`config.mk`:
```
export PLATFORM = sky130hd
export DESIGN_NAME = cmd_fillrect
export DESIGN_NICKNAME = d
export VERILOG_FILES = /design/src/hdl/panel_pkg.sv /design/src/hdl/fill_area_walker.sv /design/src/hdl/cmd_fillrect.sv
export VERILOG_INCLUDE_DIRS = /design/src /design/src/hdl
export SDC_FILE = /design/constraint.sdc
export NUM_CORES = 1
export LEC_CHECK = 0
export BUFFER_PORTS_ARGS = -buffer_cell sky130_fd_sc_hd__buf_4
export CAP_MARGIN = 20
export CORE_MARGIN = 4
export CORE_UTILIZATION = 50
export CTS_CLUSTER_SIZE = 40
export DETAILED_ROUTE_END_ITERATION = 12
export PLACE_DENSITY = 0.77
export SYNTH_ARGS = -nofsm -noshare
export SYNTH_HDL_FRONTEND = slang
export SYNTH_SLANG_ARGS = --single-unit
export TNS_END_PERCENT = 30
```
`constraint.sdc`:
```
create_clock -name clk -period 5.9 [get_ports clk]
set_input_delay 1.475 -clock clk [delete_from_list [all_inputs] [get_ports clk]]
set_output_delay 1.475 -clock clk [all_outputs]
set_load 0.02 [all_outputs]
```
`src/hdl/panel_cfg.svh`:
```
// panel geometry and command byte layout for the LED panel controller
// include wherever sizes or field widths are needed
`ifndef PANEL_CFG_SVH
`define PANEL_CFG_SVH

`define PANEL_COLUMNS 128
`define PANEL_ROWS    32

`define COLUMN_BITS   7
`define ROW_BITS      5

`define COLUMN_BYTES  1 // bytes per column field, msb first
`define PIXEL_BYTES   2 // colour bytes, msb first

`define FB_ADDR_BITS  (`ROW_BITS + `COLUMN_BITS) // row above column

`endif

```
`src/hdl/panel_pkg.sv`:
```
// shared Wishbone, fill command and pixel types for the panel controller
`default_nettype none
`include "panel_cfg.svh"

package panel_pkg;

    typedef struct packed {
        logic                        cyc;
        logic                        stb;
        logic                        we;
        logic [`FB_ADDR_BITS-1:0]    adr;
        logic [`PIXEL_BYTES*8-1:0]   dat_w;
    } wb_req_t;

    typedef struct packed {
        logic                        ack;
        logic [`PIXEL_BYTES*8-1:0]   dat_r;
    } wb_rsp_t;

    typedef struct packed {
        logic [`COLUMN_BITS-1:0]     x1;
        logic [`ROW_BITS-1:0]        y1;
        logic [`COLUMN_BITS-1:0]     width;
        logic [`ROW_BITS-1:0]        height;
        logic [`PIXEL_BYTES*8-1:0]   colour;
    } fill_rect_t;

    typedef struct packed {
        logic [4:0] r;
        logic [5:0] g;
        logic [4:0] b;
    } rgb565_t;

    typedef union packed {
        logic [`PIXEL_BYTES*8-1:0]   raw;
        rgb565_t                     rgb;
    } pixel_word_u;

    typedef struct packed {
        logic [`ROW_BITS-1:0]        row;
        logic [`COLUMN_BITS-1:0]     column;
        rgb565_t                     colour;
    } scan_pixel_t;

endpackage

`default_nettype wire

```
`src/hdl/fill_area_walker.sv`:
```
// walks the clipped rectangle row by row and writes the colour into the framebuffer
// with one Wishbone write per access and cyc released between accesses
`timescale 1ns/1ps
`default_nettype none
`include "panel_cfg.svh"

module fill_area_walker
    import panel_pkg::*;
(
    input  wire logic       clk,
    input  wire logic       reset,
    input  wire logic       start,
    input  wire fill_rect_t rect,
    output wb_req_t         wb_req,
    input  wire wb_rsp_t    wb_rsp,
    output logic            done
);

    logic [`COLUMN_BITS:0]      x_end; // one bit wider than a column
    logic [`ROW_BITS:0]         y_end;
    logic [`COLUMN_BITS-1:0]    x_clip;
    logic [`ROW_BITS-1:0]       y_clip;
    logic                       empty;
    logic [`COLUMN_BITS-1:0]    x_first;
    logic [`COLUMN_BITS-1:0]    x_last;
    logic [`ROW_BITS-1:0]       y_last;
    logic [`COLUMN_BITS-1:0]    col;
    logic [`ROW_BITS-1:0]       row;
    logic [`PIXEL_BYTES*8-1:0]  colour;
    logic                       busy;
    logic                       cyc;
    logic                       last_pixel;

    assign x_end  = {1'b0, rect.x1} + {1'b0, rect.width};
    assign y_end  = {1'b0, rect.y1} + {1'b0, rect.height};
    assign x_clip = (x_end > `PANEL_COLUMNS) ? `COLUMN_BITS'(`PANEL_COLUMNS - 1)
                                             : `COLUMN_BITS'(x_end - 1'b1);
    assign y_clip = (y_end > `PANEL_ROWS) ? `ROW_BITS'(`PANEL_ROWS - 1)
                                          : `ROW_BITS'(y_end - 1'b1);
    assign empty  = (rect.width == '0) || (rect.height == '0);

    assign last_pixel = (col == x_last) && (row == y_last);

    assign wb_req.cyc   = cyc;
    assign wb_req.stb   = cyc;
    assign wb_req.we    = 1'b1;
    assign wb_req.adr   = {row, col};
    assign wb_req.dat_w = colour;

    always_ff @(posedge clk) begin
        if (reset) begin
            busy <= 1'b0;
            cyc  <= 1'b0;
            done <= 1'b0;
        end else begin
            done <= 1'b0;
            if (start) begin
                busy <= !empty;
                cyc  <= !empty;
                done <= empty; // zero area still reports done
            end else if (cyc && wb_rsp.ack) begin
                cyc <= 1'b0; // give the other master a turn
                if (last_pixel) begin
                    busy <= 1'b0;
                    done <= 1'b1;
                end
            end else if (busy) begin
                cyc <= 1'b1;
            end
        end
    end

    always_ff @(posedge clk) begin
        if (start) begin
            x_first <= rect.x1;
            x_last  <= x_clip;
            y_last  <= y_clip;
            col     <= rect.x1;
            row     <= rect.y1;
            colour  <= rect.colour;
        end else if (cyc && wb_rsp.ack && !last_pixel) begin
            if (col == x_last) begin
                col <= x_first; // next row
                row <= row + 1'b1;
            end else begin
                col <= col + 1'b1;
            end
        end
    end

    // writes stay inside the clipped rectangle
    assert property (@(posedge clk) disable iff (reset)
        wb_req.stb |-> (col <= x_last) && (row <= y_last));

    assert property (@(posedge clk) disable iff (reset)
        (wb_req.stb && !wb_rsp.ack) |=> $stable(wb_req));

endmodule

`default_nettype wire

```
`src/hdl/cmd_fillrect.sv`:
```
// fill-rectangle command stage: gathers the field bytes from the host stream,
// then runs the area walker and reports done
`timescale 1ns/1ps
`default_nettype none
`include "panel_cfg.svh"

module cmd_fillrect
    import panel_pkg::*;
(
    input  wire logic       clk,
    input  wire logic       reset,
    input  wire logic [7:0] data,
    input  wire logic       data_valid,
    output logic            cmd_ready,
    output logic            done,
    output wb_req_t         wb_req,
    input  wire wb_rsp_t    wb_rsp
);

    localparam int COL_CNT_BITS = (`COLUMN_BYTES > 1) ? $clog2(`COLUMN_BYTES) : 1;
    localparam int PIX_CNT_BITS = (`PIXEL_BYTES > 1) ? $clog2(`PIXEL_BYTES) : 1;

    localparam logic [2:0] S_X1     = 3'd0;
    localparam logic [2:0] S_Y1     = 3'd1;
    localparam logic [2:0] S_WIDTH  = 3'd2;
    localparam logic [2:0] S_HEIGHT = 3'd3;
    localparam logic [2:0] S_COLOUR = 3'd4;
    localparam logic [2:0] S_START  = 3'd5;
    localparam logic [2:0] S_RUN    = 3'd6;
    localparam logic [2:0] S_DONE   = 3'd7;

    logic [2:0]                 state;
    logic [`COLUMN_BYTES*8-1:0] x1_bytes;
    logic [`COLUMN_BYTES*8-1:0] width_bytes;
    logic [`ROW_BITS-1:0]       y1;
    logic [`ROW_BITS-1:0]       height;
    logic [`PIXEL_BYTES*8-1:0]  colour;
    logic [COL_CNT_BITS-1:0]    col_cnt; // column bytes still to come
    logic [PIX_CNT_BITS-1:0]    pix_cnt; // colour bytes still to come
    logic                       take;
    logic                       fill_start;
    logic                       fill_done;
    fill_rect_t                 rect;

    assign take       = data_valid && cmd_ready;
    assign fill_start = (state == S_START);
    assign done       = (state == S_DONE);

    assign rect.x1     = x1_bytes[`COLUMN_BITS-1:0]; // upper bits dropped
    assign rect.y1     = y1;
    assign rect.width  = width_bytes[`COLUMN_BITS-1:0];
    assign rect.height = height;
    assign rect.colour = colour;

    always_ff @(posedge clk) begin
        if (reset) begin
            state     <= S_X1;
            cmd_ready <= 1'b1;
            col_cnt   <= COL_CNT_BITS'(`COLUMN_BYTES - 1);
            pix_cnt   <= PIX_CNT_BITS'(`PIXEL_BYTES - 1);
        end else begin
            case (state)
                S_X1: begin
                    if (take) begin
                        if (col_cnt == '0) begin
                            state   <= S_Y1;
                            col_cnt <= COL_CNT_BITS'(`COLUMN_BYTES - 1); // reload for width
                        end else begin
                            col_cnt <= col_cnt - 1'b1;
                        end
                    end
                end
                S_Y1: begin
                    if (take) begin
                        state <= S_WIDTH;
                    end
                end
                S_WIDTH: begin
                    if (take) begin
                        if (col_cnt == '0) begin
                            state <= S_HEIGHT;
                        end else begin
                            col_cnt <= col_cnt - 1'b1;
                        end
                    end
                end
                S_HEIGHT: begin
                    if (take) begin
                        state <= S_COLOUR;
                    end
                end
                S_COLOUR: begin
                    if (take) begin
                        if (pix_cnt == '0) begin
                            state     <= S_START;
                            cmd_ready <= 1'b0; // same edge as last byte
                        end else begin
                            pix_cnt <= pix_cnt - 1'b1;
                        end
                    end
                end
                S_START: begin
                    state <= S_RUN;
                end
                S_RUN: begin
                    if (fill_done) begin
                        state <= S_DONE;
                    end
                end
                S_DONE: begin
                    state     <= S_X1;
                    cmd_ready <= 1'b1;
                    col_cnt   <= COL_CNT_BITS'(`COLUMN_BYTES - 1);
                    pix_cnt   <= PIX_CNT_BITS'(`PIXEL_BYTES - 1);
                end
                default: state <= S_X1;
            endcase
        end
    end

    always_ff @(posedge clk) begin
        if (state == S_DONE) begin
            x1_bytes    <= '0;
            width_bytes <= '0;
            y1          <= '0;
            height      <= '0;
            colour      <= '0;
        end else if (take) begin
            case (state)
                S_X1:     x1_bytes[col_cnt*8 +: 8] <= data;
                S_Y1:     y1 <= data[`ROW_BITS-1:0];
                S_WIDTH:  width_bytes[col_cnt*8 +: 8] <= data;
                S_HEIGHT: height <= data[`ROW_BITS-1:0];
                S_COLOUR: colour[pix_cnt*8 +: 8] <= data;
                default:  ;
            endcase
        end
    end

    fill_area_walker u_fill_area_walker (
        .clk    (clk),
        .reset  (reset),
        .start  (fill_start),
        .rect   (rect),
        .wb_req (wb_req),
        .wb_rsp (wb_rsp),
        .done   (fill_done)
    );

endmodule

`default_nettype wire

```
# Word-level counts from Yosys, hierarchy flattened
# Index checks and enable logic that the tools add are counted.
# classes
addsub,10
n_mux,37
reduce_logical,29
shift,4
order_cmp,2
n_eq_ne,19
# ops
op,count
$neg 4->34,2
$shift 8x34->16 const A,1
$shift 8x34->8 const A,1
$shiftx 8x34->16,1
$shiftx 8x34->8,1
$mux 3,9
$pmux 3 s8,1
$mux 7,3
$reduce_and 2->1,9
$bwmux 16,1
$bwmux 8,2
$ne 2x2->1 const B,8
$mux 1,15
$mux 5,3
$eq 3x3->1 const B,4
$reduce_bool 2->1,6
$reduce_and 9->1,1
$add 7x7->8,1
$gt 8x8->1 const B,1
$add 7x1->7 const B,1
$eq 7x7->1,1
$logic_not 7->1,1
$sub 7x1->7 const B,1
$add 5x5->6,1
other kinds (17),26
# word_totals
reg_bits,98
out_inout_bits,33
inputBits,28

# Longest topological paths before layout
# Gate-level depths: netlist of the first run.
# logic_depth
depth_word,6
mapped_depth,9
depth_no_buf,8

# Cells and area by module
# Synthesis of the first run repeated with hierarchy kept, for this count alone.
# hier_totals
hier_cells,461
area_unflattened_um2,4779.6
# modules_own_cells
mod,area_each_um2,seq_area_each_um2,cells_per_inst,n_inst
fill_area_walker,2912.8,1471.4,244,1
cmd_fillrect,1866.8,900.9,217,1

# Least setup slack after synthesis of the first run
# OpenSTA, ideal clock, no wires.
# synth_timing
kind,register to output
startpoint,register state[0]
endpoint,output done
stages_incl_launch_ff,6
slack_ns,2.909
arrival_ns,1.516
required_ns,4.425
cell_sequence,dfxtp_1 > ha_1 > clkbuf_1 > nand2_1 > clkinv_1 > clkbuf_1
# synth_between
elab_chain_len,1
# synth_lines
element,line,source
from (decl),cmd_fillrect.sv:32,logic [2:0] state;
from (signal assigned),cmd_fillrect.sv:57,state <= S_X1;
from (signal assigned),cmd_fillrect.sv:66,state <= S_Y1;
from (signal assigned),cmd_fillrect.sv:75,state <= S_WIDTH;
$eq 3x3->1,cmd_fillrect.sv:47,assign done = (state == S_DONE);
to (decl),cmd_fillrect.sv:15,"output logic done,"
# No other way between the ends.

# Worst setup path after layout of the first run
# Ends and elaborated chain as after synthesis.

==> flow_summary.yaml, run 1 <==
yosys:
  syn_area_sq_mm: 0.004539
  synth_compound_area_frac: 0.1216
  synthXorXnorAreaFrac: 0.06367
  yosys_register_bits: 95
  async_reset_ff_frac: 0
  synth_area_leader_cell: "edfxtp_1"
  synth_area_leaders: "edfxtp_1 31%, dfxtp_1 21%, nand2_1 6.7%"
  syn_area_per_cell_sq_um: 9.933
  synth_mux_area_frac: 0.02894
  ys_seq_area_frac: 0.5226
  synthDominantCellAreaShare: 0.3109
  synth_top_family_by_area: "simple AND/OR/NAND/NOR gates"
  synthAdderAreaFrac: 0.06946
  synth_cells: 457
  synth_nets: 509
  ys.flop_type: "dfxtp_1"
  yosys.area_share.simple: 0.1648
  yosysWarningCount: 0
  synth_edf_count: 47
  synth_cell_types: 52
sta:
  final-setup-viol-count: 0
  fmax_mhz: 316.0
  finClkSkew_ns: 0.01180
  worst-slew-pin-transition_ns: 0.7696
  drv_slew: 0
  tns_ns: 0
  relSlewSlack: 0.4838
  rsz0062_at_grt: "no"
  hold_viol_final: 0
  finalCritPeriodShare: 0.5363
  period_needed_ns: 3.164
route:
  route.detailed.drc: 0
  routedWlPerCell_um: 14.93
  ant_nets: 0
  wl_met3_um: 711
  first_pass_iters: 4
  dr_wl_met2_um: 4243
  wl_met1_um: 4085
  routed.top_layer: "met4"
  drt_wl_total_um: 9079
  vias_per_cell: 5.459
  drtIter0Drc: 176
  dr_total_vias: 3319
cells_and_area:
  final_common_cell: "nand2_1"
  finish.utilization: 0.5821
  diodes: 0
  final_cell_area_sq_mm: 0.005101
  layout_common_cells: "81 x nand2_1, 48 x dfxtp_1, 47 x edfxtp_1, 45 x buf_4, 39 x a21oi_1"
  drive_gt1_frac: 0.1340
  area.growth.synth_to_final_pct: 12.38
  num-nets-final: 547
status:
  outcome: "finished clean"
grt:
  antenna_found_initial: 0
  grt_usage: 0.1751
  grt_pass1_wl_um: 14700
  grt_max_degree: 35
  grt_overflow: 0
  grt_pass1_vias: 3202
floorplan:
  dieArea_sq_mm: 0.01067
  die_h_um: 103.3
  die_x_um: 103.3
  num_rows: 34
  ios: 61
  initial_utilization: 0.5180
  core_sq_mm: 0.008763
placement:
  place_congestion: 0.7996
  placedInstanceArea_sq_mm: 0.004926
  io_buffers: 43
  post-dp-hpwl_um: 6516
setup_path:
  startpoint_type: "register"
  end_kind: "output pin"
  rr_startpoint: "state[1]"
  crit_fanout: 10
  critPathKind: "reg -> out"
  arrival_ns: 1.69
  crit_start: "state[0]"
  required_ns: 4.43
clocking:
  clock_path_buffers: 2
  clkSlewWorstSetupHoldPaths_ns: 0.08
  cts_tree: "yes"
  cts_resized: 0
  numCtsBuffers: 9
  cts.htree.levels: 3
  clkSinkCount: 95
  cts.repair_timing.setup_buffer_count: 0
  clk_latency_ns: 0.35
  cts_root_buf: "clkbuf_8"
  cts_hold_buffers: 0
power_and_ir_drop:
  p_sw_w: 0.0009347
  p_int_w: 0.001509
  combinationalPowerShare: 0.449
  leakagePower_nw: 2.119
  switching_share: 0.3824
  cellPowerDensity_mw_per_mm2: 479.1
  clkPwrFrac: 0.148
  vdd_drop_max_uv: 180.2
  seqPwrFrac: 0.403
  power_w: 0.002444
min_path:
  min_from: "colour[3]"
  hold_class: "reg -> reg"
flow_run:
  cap_violations: 0
[layout make-up]
class                   instances  area [sq um]
inverters                      11         41.29
fillers                       742          3662
multi-input cells             331          2039
clock buffers                  12         135.1
repair buffers                 47         354.1
flip-flops and latches         95          2372
clock inverters                 4         23.77
well taps                     108         135.1
[cell families after synthesis]
logic type | Yosys count
XOR/XNOR | 33
AND/OR/NAND/NOR | 167
flip-flops | 95
adder cells (fa/ha/maj) | 24
buffers and inverters | 31
other | 1
AO/OA/AOI/OAI | 93
multiplexers | 13
[power groups by stage]
| stage | Sequential [W] | Combinational (W) | Clock, W |
|---|---|---|---|
| 3_3_place_gp | 0.000992 | 0.00104 | 0 |
| 3_5_place_dp | 0.000999 | 0.00109 | 0 |
| 5_1_grt | 0.00100 | 0.00124 | 0.000395 |
| 2_1_floorplan | 0.000969 | 0.000892 | 0 |
| 4_1_cts | 0.000983 | 0.00110 | 0.000368 |
| 6_report | 0.000985 | 0.00110 | 0.000361 |
[path summary, 6_finish.rpt]
path	to	slack (ns)	cells after the start
min reg2reg	u_fill_area_walker.colour[3]	0.43	0
max	done	2.74	4
max reg2reg	u_fill_area_walker.row[3]	3.08	7
min	u_fill_area_walker.colour[3]	0.43	0
[cell usage after synthesis (all sizes together) (2+ instances only)]
cell type  number
a41oi           3
clkbuf         16
ha             22
a211oi          4
fa              2
dfxtp          48
nor4            3
a21oi          39
nor3b           2
nand3          30
inv            10
xnor2          15
nand2          81
o21a            2
mux2i          12
nor3            9
o211ai          2
edfxtp         47
a21o            3
xor2           18
and3            3
o21ai          30
nor2           29
buf             4
[critical path, stage by stage (launching register included)]
cell	delay, ns
dfxtp_1	0.34
ha_1	0.32
nand2_1	0.34
clkinv_1	0.15
buf_4	0.18
[per-layer routing]
metal | vias to the layer above | track usage
met2 | 79 | 0.2758
li1 | 1684 | -
met4 | 0 | 0.05976
met1 | 1552 | 0.2361
met5 | - | 0
met3 | 4 | 0.04494
[flip-flops by register name, indices dropped and copies added (netlist names)]
name / flops
cmd_ready: 1
colour: 16
height: 5
pix_cnt: 1
state: 3
u_fill_area_walker.busy: 1
u_fill_area_walker.col: 7
u_fill_area_walker.colour: 16
u_fill_area_walker.cyc: 1
u_fill_area_walker.done: 1
u_fill_area_walker.row: 5
u_fill_area_walker.x_first: 7
u_fill_area_walker.x_last: 7
u_fill_area_walker.y_last: 5
width_bytes: 7
x1_bytes: 7
y1: 5
[through the flow]
stage,std cells,hold WS [ns],setup WS [ns]
2_1_floorplan,457,0.4080,2.909
3_3_place_gp,590,0.4119,2.563
3_5_place_dp,590,0.4183,2.525
4_1_cts,606,0.4379,2.714
5_1_grt,608,0.4422,2.612
6_report,608,0.4333,2.736
No activity file was read; power rests on OpenSTA's default activity.
==> run 2: changes to the inputs <==
ABC_AREA = 1   (was not set)
clock period = 3.1 ns   (was 5.9 ns; I/O delays follow)
==> flow_summary.yaml, run 2 <==
placement:
  post-place-ws_ns: 0.8541
  place_congestion: 0.8348
  io_buffers: 43
  post-dp-hpwl_um: 6758
route:
  vias_per_cell: 5.125
  route.detailed.drc: 0
  drtIter0Drc: 127
  dr_total_vias: 3449
  ant_nets: 0
  routedWlPerCell_um: 13.67
  first_pass_iters: 5
  drt_wl_total_um: 9200
yosys:
  async_reset_ff_frac: 0
  ys_seq_area_frac: 0.5175
  yosys_register_bits: 95
  ys.flop_type: "dfxtp_1"
  yosysWarningCount: 0
  synth_edf_count: 47
  synth_nets: 564
  syn_area_sq_mm: 0.004584
  synth_cell_types: 37
  netlist_top_cells_count: "86 x nand2_1, 86 x nor2_1, 51 x o21ai_0"
  synth_area_leader_cell: "edfxtp_1"
  synth_area_leaders: "edfxtp_1 31%, dfxtp_1 21%, nand2_1 7.0%"
  syn_area_per_cell_sq_um: 8.954
  synth_cells: 512
  synthDominantCellAreaShare: 0.3079
clocking:
  cts_hold_buffers: 0
  cts.htree.levels: 3
  cts.repair_timing.setup_buffer_count: 0
  numCtsBuffers: 9
  cts_tree: "yes"
  clkSlewWorstSetupHoldPaths_ns: 0.09
  cts_resized: 0
  clkSinkCount: 95
  clock_path_buffers: 2
  cts_root_buf: "clkbuf_8"
  clk_latency_ns: 0.35
flow_run:
  cap_violations: 0
setup_path:
  crit_fanout: 7
  startpoint_type: "register"
  end_kind: "register"
  required_ns: 3.19
  crit_path_end: "u_fill_area_walker.x_last[2]"
  rr_startpoint: "x1_bytes[0]"
  r2r_setup_slack_ns: 0.85
  critPathKind: "reg -> reg"
  rr_worst_depth: 8
  worstReg2RegEnd: "u_fill_area_walker.x_last[2]"
  crit_start: "x1_bytes[0]"
  arrival_ns: 2.33
floorplan:
  die_x_um: 103.8
  core_sq_mm: 0.008806
  ios: 61
  die_h_um: 103.8
  initial_utilization: 0.5206
  dieArea_sq_mm: 0.01077
  num_rows: 34
status:
  outcome: "finished clean"
cells_and_area:
  multi_input_area_sq_mm: 0.001961
  num-nets-final: 612
  diodes: 0
  drive_gt1_frac: 0.1451
  layout_common_cells: "86 x nand2_1, 86 x nor2_1, 51 x o21ai_0, 48 x inv_1, 48 x dfxtp_1"
  finish.utilization: 0.5943
  reg_top3: "colour (16), u_fill_area_walker.colour (16)"
  area.growth.synth_to_final_pct: 14.16
  area.sequential_sq_mm: 0.002372
  fillers: 807
sta:
  rsz0062_at_grt: "no"
  drv_slew: 0
  finalCritPeriodShare: 0.7253
  period_needed_ns: 2.249
  fmax_mhz: 444.7
  hold_slack_ns: 0.4340
  hold_viol_final: 0
  finClkSkew_ns: 0.009586
  final-setup-viol-count: 0
  fin_ws_ns: 0.8515
  tns_ns: 0
  worst-slew-pin-transition_ns: 0.6015
  relSlewSlack: 0.5990
power_and_ir_drop:
  leakagePower_nw: 2.319
  cellPowerDensity_mw_per_mm2: 1092
  vdd_drop_max_uv: 446.6
grt:
  grt_usage: 0.1691
  antenna_found_initial: 0
  grt_max_degree: 53
  grt_overflow: 0
  grt_pass1_wl_um: 15010
  grt_pass1_vias: 3275
min_path:
  hold_class: "reg -> reg"
==> run 2: cell types whose count changed after synthesis, moves of 5 or more <==
cell and delta:
nand2_1 +5, inv_1 +38, o21ai_0 +23, nand3_1 -6, clkbuf_1 -12, a21oi_1 -21
mux2i_1 -12, nand2_2 +5, nor3_1 -5, nor2_1 +57
==> run 2: how the worst min path moves through the flow <==
stage              start                      endpoint  slack [ns]  cells after the start
2_1_floorplan  colour[0]  u_fill_area_walker.colour[0]        0.40                      0
3_3_place_gp   colour[2]  u_fill_area_walker.colour[2]        0.41                      0
3_5_place_dp   colour[0]  u_fill_area_walker.colour[0]        0.41                      0
4_1_cts        colour[3]  u_fill_area_walker.colour[3]        0.43                      0
5_1_grt        colour[3]  u_fill_area_walker.colour[3]        0.45                      0
6_report       colour[2]  u_fill_area_walker.colour[2]        0.43                      0
==> run 2: routing by layer <==
metal | up-vias | wire length (um) | global-route usage
li1 | 1784 | - | -
met1 | 1578 | 4175 | 0.2222
met2 | 78 | 4371 | 0.2776
met3 | 9 | 544 | 0.03918
met4 | 0 | 108 | 0.05508
met5 | - | 0 | 0
==> run 2: power breakdown <==
group | internal (W) | switching, W | leakage [nW] | total [W]
combinational | 0.00106 | 0.00159 | 1.38 | 0.00264
sequential | 0.00191 | 0.000319 | 0.828 | 0.00223
clock | 0.000428 | 0.000415 | 0.109 | 0.000843
total | 0.00339 | 0.00232 | 2.32 | 0.00571
==> run 2: cell families (layout without fill, tap and decap cells) <==
group / count (synthesis) / in the layout / share of synthesized area
AOI/OAI and AO/OA: 82 / 82 / 0.09826
DFF: 95 / 95 / 0.5175
and+or+nand+nor: 218 / 218 / 0.2028
adders and majority gates: 24 / 24 / 0.06878
other: 1 / 1 / 0.0008180
buffers and inverters: 63 / 116 / 0.05485
xor gates and xnor gates: 29 / 29 / 0.05704
==> run 2: critical path, stage by stage, from the launching register on <==
cell     delay, ns
dfxtp_1       0.35
ha_1          0.23
fa_1          0.46
xnor2_2       0.26
nand3_2       0.11
nor2_2        0.15
nand3_2       0.08
o21ai_2       0.24
nand2_1       0.09
==> run 2: cell type report <==
| cell class | instances | share of cell area |
|---|---|---|
| clock buffers | 11 | 0.02917 |
| clock inverters | 5 | 0.01171 |
| inverters | 53 | 0.03801 |
| multi-input cells | 354 | 0.3746 |
| flip-flops and latches | 95 | 0.4533 |
| well taps | 108 | 0.02582 |
| repair buffers | 47 | 0.06742 |
==> run 2: through the flow <==
stage	instances	cell area, sq um	total power, W
floorplan	512	4584	0.004282
global placement	657	5020	0.004761
detailed placement	657	5020	0.004914
CTS	673	5234	0.005759
global route	673	5234	0.006236
finish	673	5234	0.005714
==> run 3: changes to the inputs <==
ABC_AREA = 0   (was 1)
clock period = 2.3 ns   (was 3.1 ns; I/O delays follow)
==> flow_summary.yaml, run 3 (synthesized netlist as in run 1, its figures left out) <==
route:
  drtIter0Drc: 258
  dr_total_vias: 3516
  routedWlPerCell_um: 15.58
  route.detailed.drc: 0
  first_pass_iters: 5
  drt_wl_total_um: 9891
  ant_nets: 0
  vias_per_cell: 5.537
grt:
  grt_max_degree: 41
  grt_pass1_vias: 3377
  antenna_found_initial: 0
  grt_usage: 0.1956
  grt_overflow: 0
  grt_pass1_wl_um: 16030
floorplan:
  initial_utilization: 0.5180
  dieArea_sq_mm: 0.01067
  core_sq_mm: 0.008763
  die_h_um: 103.3
  die_x_um: 103.3
  num_rows: 34
  ios: 61
sta:
  final-setup-viol-count: 3
  fin_ws_ns: -0.08002
  relSlewSlack: 0.4191
  finClkSkew_ns: 0.01161
  period_needed_ns: 2.380
  rsz0062_at_grt: "yes"
  hold_viol_final: 0
  fmax_mhz: 420.2
  drv_slew: 0
  tns_ns: -0.1405
  finalCritPeriodShare: 1.035
  hold_slack_ns: 0.4390
  worst-slew-pin-transition_ns: 0.8623
power_and_ir_drop:
  cellPowerDensity_mw_per_mm2: 1321
  vdd_drop_max_uv: 577.2
  leakagePower_nw: 2.268
  power_w: 0.007201
min_path:
  min_from: "colour[9]"
  min_to: "u_fill_area_walker.colour[9]"
  hold_class: "reg -> reg"
  whs_path_depth: 0
flow_run:
  cap_violations: 0
cells_and_area:
  diodes: 0
  reg_top3: "colour (16), u_fill_area_walker.colour (16)"
  layout_common_cells: "81 x nand2_1, 73 x buf_4, 47 x edfxtp_1, 45 x dfxtp_1, 38 x a21oi_1"
  num-nets-final: 574
  final_common_cell: "nand2_1"
  area.growth.synth_to_final_pct: 20.04
  finish.utilization: 0.6218
  drive_gt1_frac: 0.2163
clocking:
  cts.htree.levels: 3
  clkSinkCount: 95
  numCtsBuffers: 9
  clkSlewWorstSetupHoldPaths_ns: 0.10
  cts_tree: "yes"
  cts_root_buf: "clkbuf_8"
  clk_latency_ns: 0.36
  clock_path_buffers: 2
setup_path:
  worstReg2RegEnd: "u_fill_area_walker.x_last[5]"
  crit_fanout: 3
  path_cells: "ha_4 -> fa_2 -> a211oi_4 -> nor4b_4 -> nor4_4 -> a21oi_1 -> a311o_1 -> a21o_1"
  startpoint_type: "register"
  worst_path_max_delay_cell: "fa_2"
  r2r_setup_slack_ns: -0.08
  end_kind: "register"
  rr_startpoint: "width_bytes[0]"
  arrival_ns: 2.50
  crit_path_max_incr_delay_ns: 0.37
  required_ns: 2.42
  critPathKind: "reg -> reg"
  rr_worst_depth: 8
status:
  violations: "negative setup slack"
  outcome: "finished with violations"
placement:
  post-dp-hpwl_um: 6983
  place_congestion: 0.8578
  io_buffers: 43
run 3: cell count changes in the layout (fill, tap and decap cells not counted), sizes merged, moves of 4 or more:
cell,change
o21ai,-23
nor3,+4
nand2,-10
mux2i,+12
buf,+27
a21oi,+21
inv,-40
nor2,-60
run 3: critical path: cells and delay by family, from the launching register on:
kind | cells | cell delay [ns]
AO/OA/AOI/OAI | 4 | 0.91
adder cells (fa/ha/maj) | 2 | 0.54
flip-flops | 1 | 0.35
AND/OR/NAND/NOR | 2 | 0.36
run 3: final cells by class:
cell class	count	area (sq um)
clock inverter	7	55.05
fill	712	3314
sequential	95	2376
multi-input combinational	331	2150
inverter	11	41.29
timing repair buffer	74	568.0
clock buffer	9	123.9
tap	108	135.1
run 3: power by group:
part	total, W	internal, W	switching (W)	leakage [nW]
Combinational	0.00366	0.00176	0.00190	1.36
Clock	0.00101	0.000405	0.000607	0.0847
Sequential	0.00253	0.00226	0.000268	0.823
Total	0.00720	0.00442	0.00278	2.27
run 3: how the worst max path moves through the flow:
stage	start	endpoint
after detailed placement	width_bytes[0]	u_fill_area_walker.x_last[5]
after floorplan	width_bytes[0]	u_fill_area_walker.x_last[5]
after global placement	width_bytes[0]	u_fill_area_walker.x_last[5]
after CTS	width_bytes[0]	u_fill_area_walker.x_last[5]
after global routing	width_bytes[0]	u_fill_area_walker.x_last[5]
final	width_bytes[0]	u_fill_area_walker.x_last[5]
run 3: what timing repair did:
action | in CTS | in global routing
endpoints found under the hold margin | 0 | 0
pin swaps | 4 | 6
hold buffers | 0 | 0
setup buffers | 5 | 0
setup endpoints to repair | 12 | 12
cloned | 0 | 0
gates resized for setup | 10 | 12
run 3: per-stage QoR:
step / std cells / setup slack, ns / instance area (sq um)
global route: 635 / -0.1723 / 5449
global placement: 614 / -0.1375 / 5119
detailed placement: 614 / -0.1850 / 5119
CTS: 635 / -0.09955 / 5393
floorplan: 457 / -0.1187 / 4541
finish: 635 / -0.08002 / 5449
run 3: layer usage:
| layer | vias up | share of wire | global-route usage |
|---|---|---|---|
| met5 | - | 0 | 0 |
| met4 | 0 | 0.0054 | 0.06275 |
| met3 | 7 | 0.077 | 0.05030 |
| met2 | 108 | 0.49 | 0.3266 |
| met1 | 1656 | 0.43 | 0.2497 |
| li1 | 1745 | - | - |
